$ cat config.mk
export PLATFORM = sky130hd
export DESIGN_NAME = csr_unit
export DESIGN_NICKNAME = d
export VERILOG_FILES = /design/src/logic/csr_pkg.sv /design/src/logic/csr_exec.sv /design/src/logic/trap_ctrl.sv /design/src/logic/csr_file.sv /design/src/logic/csr_unit.sv
export VERILOG_INCLUDE_DIRS = /design/src /design/src/logic
export SDC_FILE = /design/constraint.sdc
export NUM_CORES = 1
export LEC_CHECK = 0
export BUFFER_PORTS_ARGS = -buffer_cell sky130_fd_sc_hd__buf_2
export CAP_MARGIN = 5
export CORE_AREA = 2 2 319 321
export CTS_BUF_LIST = sky130_fd_sc_hd__clkbuf_16
export CTS_CLUSTER_DIAMETER = 120
export CTS_CLUSTER_SIZE = 40
export DETAILED_ROUTE_END_ITERATION = 6
export DIE_AREA = 0 0 321 323
export PLACE_DENSITY = 0.51
export SLEW_MARGIN = 5
export SYNTH_ARGS = -nofsm -noshare
export SYNTH_HDL_FRONTEND = slang
export SYNTH_HIERARCHICAL = 1
export SYNTH_SLANG_ARGS = --single-unit
$ cat constraint.sdc
create_clock -name CLK -period 7.2 [get_ports CLK]
set_input_delay 0.36 -clock CLK [delete_from_list [all_inputs] [get_ports CLK]]
set_output_delay 0.36 -clock CLK [all_outputs]
set_load 0.02 [all_outputs]
$ cat src/logic/csr_defs.svh
// RV64 machine mode only; misa reports the I extension alone and bits outside the masks read as zero
`ifndef CSR_DEFS_SVH
`define CSR_DEFS_SVH

// data and address widths
`define CSR_XLEN    64
`define CSR_ADDR_W  12
`define CSR_CAUSE_W 6

// machine trap setup
`define CSR_A_MSTATUS   12'h300
`define CSR_A_MISA      12'h301
`define CSR_A_MIE       12'h304
`define CSR_A_MTVEC     12'h305

// machine trap handling
`define CSR_A_MSCRATCH  12'h340
`define CSR_A_MEPC      12'h341
`define CSR_A_MCAUSE    12'h342
`define CSR_A_MTVAL     12'h343
`define CSR_A_MIP       12'h344

// machine information, all read as zero
`define CSR_A_MVENDORID 12'hF11
`define CSR_A_MARCHID   12'hF12
`define CSR_A_MIMPID    12'hF13
`define CSR_A_MHARTID   12'hF14

// MXL = 2 (RV64), extension I only
`define CSR_MISA_VALUE  64'h8000_0000_0000_0100

// MIE, MPIE and MPP
`define CSR_MSTATUS_WMASK 64'h0000_0000_0000_1888
`define CSR_MIE_WMASK     64'h0000_0000_0000_0888
// bit 1 of mtvec is hardwired to zero
`define CSR_MTVEC_WMASK   64'hFFFF_FFFF_FFFF_FFFD

// mstatus field positions
`define CSR_MSTATUS_MIE  3
`define CSR_MSTATUS_MPIE 7
`define CSR_MSTATUS_MPP  11

// interrupt numbers, same bit in mie and mip
`define CSR_IRQ_MSI 3
`define CSR_IRQ_MTI 7
`define CSR_IRQ_MEI 11
`define CSR_CAUSE_IRQ_BIT 63

`endif

$ cat src/logic/csr_pkg.sv
// types shared by the CSR blocks; operands arrive already zero-extended and nothing ever stalls
`default_nettype none

`include "csr_defs.svh"

package csr_pkg;

	// matches the low two bits of funct3
	typedef enum logic [1:0] {
		rw = 2'd1,
		rs = 2'd2,
		rc = 2'd3
	} csr_op_e;

	typedef struct packed {
		logic                   valid;
		csr_op_e                op;
		logic [`CSR_ADDR_W-1:0] addr;
		logic [`CSR_XLEN-1:0]   operand;
		// rs1 == x0 or zero immediate
		logic                   src_zero;
	} csr_req_t;

	typedef struct packed {
		logic                 valid;
		logic                 illegal;
		logic [`CSR_XLEN-1:0] rdata;
	} csr_rsp_t;

	typedef struct packed {
		logic                    exc_valid;
		logic [`CSR_CAUSE_W-1:0] exc_cause;
		logic [`CSR_XLEN-1:0]    exc_pc;
		logic [`CSR_XLEN-1:0]    exc_tval;
		logic                    mret;
		// interrupts only land here
		logic                    boundary_valid;
		logic [`CSR_XLEN-1:0]    boundary_pc;
	} trap_req_t;

	typedef struct packed {
		logic                 take;
		logic                 ret;
		logic [`CSR_XLEN-1:0] mstatus_new;
		logic [`CSR_XLEN-1:0] mepc_new;
		logic [`CSR_XLEN-1:0] mcause_new;
		logic [`CSR_XLEN-1:0] mtval_new;
	} trap_update_t;

	typedef struct packed {
		logic                   we;
		logic [`CSR_ADDR_W-1:0] addr;
		logic [`CSR_XLEN-1:0]   wdata;
	} csr_wr_t;

	typedef struct packed {
		logic                 valid;
		logic [`CSR_XLEN-1:0] pc;
	} redirect_t;

	typedef struct packed {
		logic [`CSR_XLEN-1:0] mstatus;
		logic [`CSR_XLEN-1:0] mie;
		logic [`CSR_XLEN-1:0] mip;
		logic [`CSR_XLEN-1:0] mtvec;
		logic [`CSR_XLEN-1:0] mepc;
	} trap_view_t;

endpackage

`default_nettype wire

$ cat src/logic/csr_exec.sv
// CSR instruction execute; every valid request is answered one cycle later, illegal ones with zero
`default_nettype none

`include "csr_defs.svh"

module csr_exec (
	input  logic                   CLK,
	input  logic                   rst_n,
	input  csr_pkg::csr_req_t      csr_req,
	output logic [`CSR_ADDR_W-1:0] csr_addr,
	input  logic [`CSR_XLEN-1:0]   rdata_raw,
	input  logic                   hit,
	input  logic                   read_only,
	output csr_pkg::csr_wr_t       csr_wr,
	output csr_pkg::csr_rsp_t      csr_rsp
);

	logic [`CSR_XLEN-1:0] wdata;
	logic                 wr_intent;
	logic                 illegal;
	logic                 rsp_valid;
	logic                 rsp_illegal;
	logic [`CSR_XLEN-1:0] rsp_rdata;

	// read side goes straight to the register file
	assign csr_addr = csr_req.addr;

	always_comb begin
		case (csr_req.op)
			csr_pkg::rs: wdata = rdata_raw | csr_req.operand;
			csr_pkg::rc: wdata = rdata_raw & ~csr_req.operand;
			default:     wdata = csr_req.operand;
		endcase
	end

	// set or clear with a zero source is a pure read
	assign wr_intent = csr_req.valid & ~((csr_req.op != csr_pkg::rw) & csr_req.src_zero);
	assign illegal   = csr_req.valid & (~hit | (wr_intent & read_only));

	always_comb begin
		csr_wr.we    = wr_intent & ~illegal;
		csr_wr.addr  = csr_req.addr;
		csr_wr.wdata = wdata;
	end

	always_ff @(posedge CLK) begin
		if (!rst_n) begin
			rsp_valid   <= 1'b0;
			rsp_illegal <= 1'b0;
		end else begin
			rsp_valid   <= csr_req.valid;
			rsp_illegal <= illegal;
		end
	end

	// old value, captured before this request's write lands
	always_ff @(posedge CLK) begin
		if (csr_req.valid) begin
			rsp_rdata <= illegal ? '0 : rdata_raw;
		end
	end

	always_comb begin
		csr_rsp.valid   = rsp_valid;
		csr_rsp.illegal = rsp_illegal;
		csr_rsp.rdata   = rsp_rdata;
	end

endmodule

`default_nettype wire

$ cat src/logic/trap_ctrl.sv
// machine-mode trap entry and MRET; no delegation, MPP is always 3 and vectored mode affects interrupts only
`default_nettype none

`include "csr_defs.svh"

module trap_ctrl (
	input  logic                     CLK,
	input  logic                     rst_n,
	input  csr_pkg::trap_req_t       trap_req,
	input  csr_pkg::trap_view_t      trap_view,
	output csr_pkg::trap_update_t    trap_upd,
	output csr_pkg::redirect_t       redirect
);

	logic [`CSR_XLEN-1:0]    pending;
	logic                    irq_any;
	logic [`CSR_CAUSE_W-1:0] irq_code;
	logic                    take_exc;
	logic                    take_ret;
	logic                    take_irq;
	logic [`CSR_XLEN-1:0]    tvec_base;
	logic [`CSR_XLEN-1:0]    irq_offset;
	logic [`CSR_XLEN-1:0]    next_pc;
	logic [`CSR_XLEN-1:0]    mst_old;
	logic [`CSR_XLEN-1:0]    mst_new;
	logic                    redir_valid;
	logic [`CSR_XLEN-1:0]    redir_pc;

	// external, then software, then timer
	always_comb begin
		pending  = trap_view.mie & trap_view.mip;
		irq_any  = 1'b1;
		irq_code = '0;
		if (pending[`CSR_IRQ_MEI]) begin
			irq_code = `CSR_CAUSE_W'(`CSR_IRQ_MEI);
		end else if (pending[`CSR_IRQ_MSI]) begin
			irq_code = `CSR_CAUSE_W'(`CSR_IRQ_MSI);
		end else if (pending[`CSR_IRQ_MTI]) begin
			irq_code = `CSR_CAUSE_W'(`CSR_IRQ_MTI);
		end else begin
			irq_any = 1'b0;
		end
	end

	assign mst_old = trap_view.mstatus;

	// exception over MRET over interrupt
	assign take_exc = trap_req.exc_valid;
	assign take_ret = trap_req.mret & ~trap_req.exc_valid;
	assign take_irq = trap_req.boundary_valid & mst_old[`CSR_MSTATUS_MIE] & irq_any
		& ~trap_req.exc_valid & ~trap_req.mret;

	always_comb begin
		mst_new = mst_old;
		if (take_exc | take_irq) begin
			mst_new[`CSR_MSTATUS_MPIE]     = mst_old[`CSR_MSTATUS_MIE];
			mst_new[`CSR_MSTATUS_MIE]      = 1'b0;
			mst_new[`CSR_MSTATUS_MPP +: 2] = 2'b11;
		end else if (take_ret) begin
			mst_new[`CSR_MSTATUS_MIE]  = mst_old[`CSR_MSTATUS_MPIE];
			mst_new[`CSR_MSTATUS_MPIE] = 1'b1;
		end
	end

	always_comb begin
		trap_upd.take        = take_exc | take_irq;
		trap_upd.ret         = take_ret;
		trap_upd.mstatus_new = mst_new;
		trap_upd.mepc_new    = take_exc ? trap_req.exc_pc : trap_req.boundary_pc;
		trap_upd.mcause_new  = '0;
		trap_upd.mtval_new   = '0;
		if (take_exc) begin
			trap_upd.mcause_new[`CSR_CAUSE_W-1:0] = trap_req.exc_cause;
			trap_upd.mtval_new                    = trap_req.exc_tval;
		end else begin
			trap_upd.mcause_new[`CSR_CAUSE_W-1:0] = irq_code;
			trap_upd.mcause_new[`CSR_CAUSE_IRQ_BIT] = 1'b1;
		end
	end

	// mode lives in bit 0, bit 1 is always zero
	assign tvec_base  = {trap_view.mtvec[`CSR_XLEN-1:2], 2'b00};
	assign irq_offset = {{(`CSR_XLEN-`CSR_CAUSE_W-2){1'b0}}, irq_code, 2'b00};

	always_comb begin
		if (take_ret) begin
			next_pc = trap_view.mepc;
		end else if (take_irq && trap_view.mtvec[0]) begin
			next_pc = tvec_base + irq_offset;
		end else begin
			next_pc = tvec_base;
		end
	end

	always_ff @(posedge CLK) begin
		if (!rst_n) begin
			redir_valid <= 1'b0;
		end else begin
			redir_valid <= take_exc | take_irq | take_ret;
		end
	end

	always_ff @(posedge CLK) begin
		redir_pc <= next_pc;
	end

	always_comb begin
		redirect.valid = redir_valid;
		redirect.pc    = redir_pc;
	end

endmodule

`default_nettype wire

$ cat src/logic/csr_file.sv
// machine CSR storage; mip mirrors the interrupt lines one cycle late and a trap blocks every instruction write
`default_nettype none

`include "csr_defs.svh"

module csr_file (
	input  logic                   CLK,
	input  logic                   rst_n,
	input  logic [`CSR_ADDR_W-1:0] csr_addr,
	output logic [`CSR_XLEN-1:0]   rdata_raw,
	output logic                   hit,
	output logic                   read_only,
	input  csr_pkg::csr_wr_t       csr_wr,
	input  csr_pkg::trap_update_t  trap_upd,
	input  logic                   ext_irq,
	input  logic                   timer_irq,
	input  logic                   soft_irq,
	output csr_pkg::trap_view_t    trap_view
);

	logic [`CSR_XLEN-1:0] mstatus;
	logic [`CSR_XLEN-1:0] mie;
	logic [`CSR_XLEN-1:0] mtvec;
	logic [`CSR_XLEN-1:0] mscratch;
	logic [`CSR_XLEN-1:0] mepc;
	logic [`CSR_XLEN-1:0] mcause;
	logic [`CSR_XLEN-1:0] mtval;
	logic [`CSR_XLEN-1:0] mip;
	logic [`CSR_XLEN-1:0] irq_lines;

	function automatic logic [`CSR_XLEN-1:0] merge(
		input logic [`CSR_XLEN-1:0] old_val,
		input logic [`CSR_XLEN-1:0] new_val,
		input logic [`CSR_XLEN-1:0] mask
	);
		return (old_val & ~mask) | (new_val & mask);
	endfunction

	always_comb begin
		irq_lines               = '0;
		irq_lines[`CSR_IRQ_MEI] = ext_irq;
		irq_lines[`CSR_IRQ_MTI] = timer_irq;
		irq_lines[`CSR_IRQ_MSI] = soft_irq;
	end

	always_ff @(posedge CLK) begin
		if (!rst_n) begin
			mstatus  <= '0;
			mie      <= '0;
			mtvec    <= '0;
			mscratch <= '0;
			mepc     <= '0;
			mcause   <= '0;
			mtval    <= '0;
			mip      <= '0;
		end else begin
			mip <= irq_lines;
			if (trap_upd.take | trap_upd.ret) begin
				// instruction write in this cycle is lost
				mstatus <= trap_upd.mstatus_new;
				if (trap_upd.take) begin
					mepc   <= trap_upd.mepc_new;
					mcause <= trap_upd.mcause_new;
					mtval  <= trap_upd.mtval_new;
				end
			end else if (csr_wr.we) begin
				case (csr_wr.addr)
					`CSR_A_MSTATUS: begin
						mstatus <= merge(mstatus, csr_wr.wdata, `CSR_MSTATUS_WMASK);
					end
					`CSR_A_MIE: begin
						mie <= merge(mie, csr_wr.wdata, `CSR_MIE_WMASK);
					end
					`CSR_A_MTVEC: begin
						mtvec <= merge(mtvec, csr_wr.wdata, `CSR_MTVEC_WMASK);
					end
					`CSR_A_MSCRATCH: mscratch <= csr_wr.wdata;
					`CSR_A_MEPC:     mepc     <= csr_wr.wdata;
					`CSR_A_MCAUSE:   mcause   <= csr_wr.wdata;
					`CSR_A_MTVAL:    mtval    <= csr_wr.wdata;
					default: begin
					end
				endcase
			end
		end
	end

	// read decode
	always_comb begin
		rdata_raw = '0;
		hit       = 1'b1;
		read_only = 1'b0;
		case (csr_addr)
			`CSR_A_MSTATUS:  rdata_raw = mstatus;
			`CSR_A_MIE:      rdata_raw = mie;
			`CSR_A_MTVEC:    rdata_raw = mtvec;
			`CSR_A_MSCRATCH: rdata_raw = mscratch;
			`CSR_A_MEPC:     rdata_raw = mepc;
			`CSR_A_MCAUSE:   rdata_raw = mcause;
			`CSR_A_MTVAL:    rdata_raw = mtval;
			`CSR_A_MISA: begin
				rdata_raw = `CSR_MISA_VALUE;
				read_only = 1'b1;
			end
			`CSR_A_MIP: begin
				rdata_raw = mip;
				read_only = 1'b1;
			end
			`CSR_A_MVENDORID, `CSR_A_MARCHID, `CSR_A_MIMPID, `CSR_A_MHARTID: begin
				read_only = 1'b1;
			end
			default: hit = 1'b0;
		endcase
	end

	always_comb begin
		trap_view.mstatus = mstatus;
		trap_view.mie     = mie;
		trap_view.mip     = mip;
		trap_view.mtvec   = mtvec;
		trap_view.mepc    = mepc;
	end

endmodule

`default_nettype wire

$ cat src/logic/csr_unit.sv
// machine CSR block top; single-cycle requests with no back-pressure, a trap wins over a CSR write
`default_nettype none

`include "csr_defs.svh"

module csr_unit (
	input  logic                 CLK,
	input  logic                 rst_n,
	input  csr_pkg::csr_req_t    csr_req,
	input  csr_pkg::trap_req_t   trap_req,
	input  logic                 ext_irq,
	input  logic                 timer_irq,
	input  logic                 soft_irq,
	output csr_pkg::csr_rsp_t    csr_rsp,
	output csr_pkg::redirect_t   redirect
);

	logic [`CSR_ADDR_W-1:0]  csr_addr;
	logic [`CSR_XLEN-1:0]    rdata_raw;
	logic                    hit;
	logic                    read_only;
	csr_pkg::csr_wr_t        csr_wr;
	csr_pkg::trap_update_t   trap_upd;
	csr_pkg::trap_view_t     trap_view;

	csr_exec i_csr_exec (
		.CLK       (CLK),
		.rst_n     (rst_n),
		.csr_req   (csr_req),
		.csr_addr  (csr_addr),
		.rdata_raw (rdata_raw),
		.hit       (hit),
		.read_only (read_only),
		.csr_wr    (csr_wr),
		.csr_rsp   (csr_rsp)
	);

	trap_ctrl i_trap_ctrl (
		.CLK       (CLK),
		.rst_n     (rst_n),
		.trap_req  (trap_req),
		.trap_view (trap_view),
		.trap_upd  (trap_upd),
		.redirect  (redirect)
	);

	csr_file i_csr_file (
		.CLK       (CLK),
		.rst_n     (rst_n),
		.csr_addr  (csr_addr),
		.rdata_raw (rdata_raw),
		.hit       (hit),
		.read_only (read_only),
		.csr_wr    (csr_wr),
		.trap_upd  (trap_upd),
		.ext_irq   (ext_irq),
		.timer_irq (timer_irq),
		.soft_irq  (soft_irq),
		.trap_view (trap_view)
	);

endmodule

`default_nettype wire

==> results by stage <==
Layout:
- The area taken by multi-input logic gates is ~16000 sq um.
- The net total in the final layout is ~3700.
- The number of filler cells placed in the layout is 10700.
- The register area is around 11000 sq um.
- The growth of design area from synthesis to finish is 9.53%.
- Of the cells placed in the final design, the portion with a size suffix greater than 1 is 19.8%.

Run status:
- The flow ran to the end, and the final reports show no timing, DRC or antenna violations.

STA:
- The final critical path time including I/O delays and setup is 4.80 ns.
- Setup repair after global routing left no endpoint under its margin.
- The setup clock skew after layout is 0.0445 ns.
- The headroom to the max-slew limit is between 10 and 15%.
- The final hold violation count is 0.
- The final setup slack of the worst path is ~2.4 ns.
- The maximum frequency from static timing analysis is 0.209 GHz.
- The count of final setup violators is 0.
- The summed negative setup slack over all endpoints is 0 ns.
- The number of slew-limit violations in the final report is 0.
- The final critical path takes up 66.6% of the cycle.
- At the pin with the least slew margin, the transition time is 1.28 ns.

GRT:
- Entering global routing, the biggest net connects 202 pins.
- Global routing consumed, over all layers together, 20.0% of the routing resources.
- The wire length of the first global-routing pass is 158000 um.
- The via count of the first global-routing pass is about 23000.
- Summed over all layers, the global routing overflow is 0.
- The initial antenna violation count is 18.

Place:
- The number of buffers added on ports is 416.
- The global placer's final weighted congestion is 0.804.
- Timing analysis after detailed placement gives a worst setup slack of roughly 2.2 ns.
- The detailed placement HPWL is 71700 um.

Clocking:
- The clock passes through at most 3 buffers.
- The later pin in the worst-skew pair is clocked with a latency of 0.63 ns.
- The post-CTS setup repair buffer count is 0.
- In this run, post-CTS hold repair placed 3 buffers.
- The tree built by TritonCTS fans out to 520 sinks.
- The TritonCTS clock tree is built.
- The number of clock buffers added by TritonCTS is 23.
- After clock tree synthesis, the clock-pin slew on the worst setup and hold paths is 0.15 ns.
- The H-tree level count is 1.
- The count of cells resized by post-cts repair is 0.
- The clock tree root buffer cell is clkbuf_16.

Critical path:
- The critical path endpoint is i_csr_file/mepc[55].
- STA classifies the critical path startpoint as a flip-flop.
- The largest single stage delay on the critical path is 0.77 ns.
- At the worst endpoint, the arrival time is 5.36 ns.
- The cell with the largest stage delay on the worst path is buf_4.
- The endpoint kind of the worst setup timing path is a flip-flop.
- In this run the critical register-to-register path is captured at i_csr_file/mepc[55].
- The register-to-register path setup slack is between 2 and 2.5 ns.
- Measured in cells, the most critical reg-to-reg path has a length of 12.
- The required time of the worst setup path is between 7 and 8 ns.
- The category of the critical setup timing path is reg2reg.
- The first element of the critical path is i_csr_file/mie[11].
- Walking the worst path, the cells encountered are and2_1, a21oi_2, nand2_4, inv_2, nor3_1, or2_4, or2_4, buf_4, buf_4, a21oi_1, o21ai_0, o211a_1.
- In this run the worst path has a maximum fanout of 73.
- The startpoint of the worst-slack reg-to-reg timing path is i_csr_file/mie[11].

Synthesis:
- The Yosys step of the flow raised 6 warnings.
- In this run the cell area of the synthesized design comes to just under 30000 sq um.
- Synthesis produced a netlist whose cell count is 3292.
- The average instance in the mapped netlist occupies 8.77 sq um.

Floorplan:
- From left edge to right edge, the die measures ~320 um.
- The height of the die is 323 um.
- The total die area is 104000 sq um.
- The cell row count is 117.
- After floorplanning, the core was sized to cover 101000 sq um.
- Once the floorplan was initialized, standard cells occupied 28.7% of the core.
- The I/O pin count is ~420.

Detailed routing:
- The routed wirelength normalized by instance count is 23.0 um.
- The violation count after the first detailed-route iteration is roughly 2200.
- Dividing the detail-routed via count by the number of cells gives 5.21.
- The remaining antenna violation count after routing is 0.
- Detailed routing inserted a total of 24600 vias.
- The aggregate routed wire length is between 100000 and 150000 um.
- The first TritonRoute pass finished after 5 iterations.
- For this run, design rule violations remaining after detail routing come to 0.

Power:
- The internal cell power is 4.03 mW.
- Registers are responsible for 53.4% of the overall power.
- The clock network fraction of total power is 31.5%.
- In this run the static leakage power is 13.0 nW.
- The power per standard cell area is 184 nW/um^2.
- In this run, the combinational gates consume 15.1% of the power.
- The power dissipated by switching net loads is 1.78 mW.
- Across the VDD grid, the largest voltage drop is 0.000125 V.
- The switching power share of the total is 30.6%.

Run:
- Max-cap violations in this run came to 0.

Min path:
- The type of the most critical hold path is in2reg.
[state kept, by name, indices dropped and copies added (netlist names), 3 cells and up]
register / cells
i_csr_exec/rsp_rdata: 64
i_csr_file/mcause: 64
i_csr_file/mepc: 64
i_csr_file/mie: 3
i_csr_file/mip: 3
i_csr_file/mscratch: 64
i_csr_file/mstatus: 64
i_csr_file/mtval: 64
i_csr_file/mtvec: 63
i_trap_ctrl/redir_pc: 64
[per-stage QoR]
stage                     cell area [sq um]  util (%)  std cells  power, mW  hold WS, ns
after floorplan                       29100         -       3348       3.73        0.432
after detailed placement              30800      30.5       4676       4.04        0.446
after global placement                30800      30.5       4676       4.04        0.442
after global routing                  31600      31.4       4720       6.05       0.0643
final                                 31600      31.4       4725       5.81       0.0615
after CTS                             31600      31.4       4720       5.88       0.0287
[power groups by stage]
| stage | combinational [mW] | sequential, mW | clock (mW) |
|---|---|---|---|
| 6_report | 0.878 | 3.10 | 1.83 |
| 5_1_grt | 0.954 | 3.12 | 1.98 |
| 2_1_floorplan | 0.551 | 3.18 | 0 |
| 4_1_cts | 0.882 | 3.10 | 1.89 |
| 3_3_place_gp | 0.875 | 3.17 | 0 |
| 3_5_place_dp | 0.877 | 3.17 | 0 |
[worst min path at each step]
stage	start	to	slack, ns	depth (start not counted)
after floorplan	i_csr_file/mepc[3]	i_trap_ctrl/redir_pc[3]	0.43	2
after global placement	i_csr_file/mscratch[38]	i_csr_file/mscratch[38]	0.44	2
after detailed placement	i_csr_file/mscratch[56]	i_csr_file/mscratch[56]	0.45	2
after CTS	csr_req[2]	i_csr_file/mscratch[1]	0.03	4
after global routing	csr_req[44]	i_csr_file/mscratch[43]	0.06	4
final	csr_req[64]	i_csr_file/mtvec[63]	0.06	4
[area by class of cell]
| class | count | area share, % |
|---|---|---|
| multi-input combinational | 2372 | 49.2 |
| timing repair buffer | 457 | 7.79 |
| clock inverter | 18 | 0.783 |
| inverter | 21 | 0.257 |
| tap | 1309 | 5.18 |
| antenna | 5 | 0.0396 |
| clock buffer | 23 | 1.82 |
| sequential | 520 | 34.9 |
[layer usage]
metal / global-route usage (%) / vias to the layer above / part of all wire [%]
li1: - / 11800 / -
met1: 27.8 / 12000 / 46
met2: 32.2 / 688 / 45
met3: 2.88 / 127 / 5.6
met4: 5.56 / 22 / 2.6
met5: 0 / - / 0.13
[placed cells by master (no fill, tap or decap), types with 53 or more instances in the layout]
| master | n |
|---|---|
| a21boi_0 | 60 |
| mux2i_1 | 268 |
| nor2_1 | 53 |
| mux2_2 | 130 |
| o211a_1 | 64 |
| a22oi_1 | 60 |
| buf_2 | 409 |
| dfxtp_1 | 456 |
| a21o_1 | 65 |
| conb_1 | 57 |
| and2_1 | 137 |
| nor3b_1 | 65 |
| a21oi_1 | 315 |
| o221ai_1 | 59 |
| o31ai_1 | 92 |
| o21ai_0 | 98 |
| edfxtp_1 | 64 |
| nand2_1 | 561 |
[critical path, delay by kind of cell (launching register included)]
| family | cells | cell delay (ns) |
|---|---|---|
| and+or+nand+nor | 5 | 2.17 |
| DFF | 1 | 0.42 |
| buffers and inverters | 3 | 1.55 |
| AOI/OAI and AO/OA | 4 | 0.50 |
(Power assumes the default switching activity.)
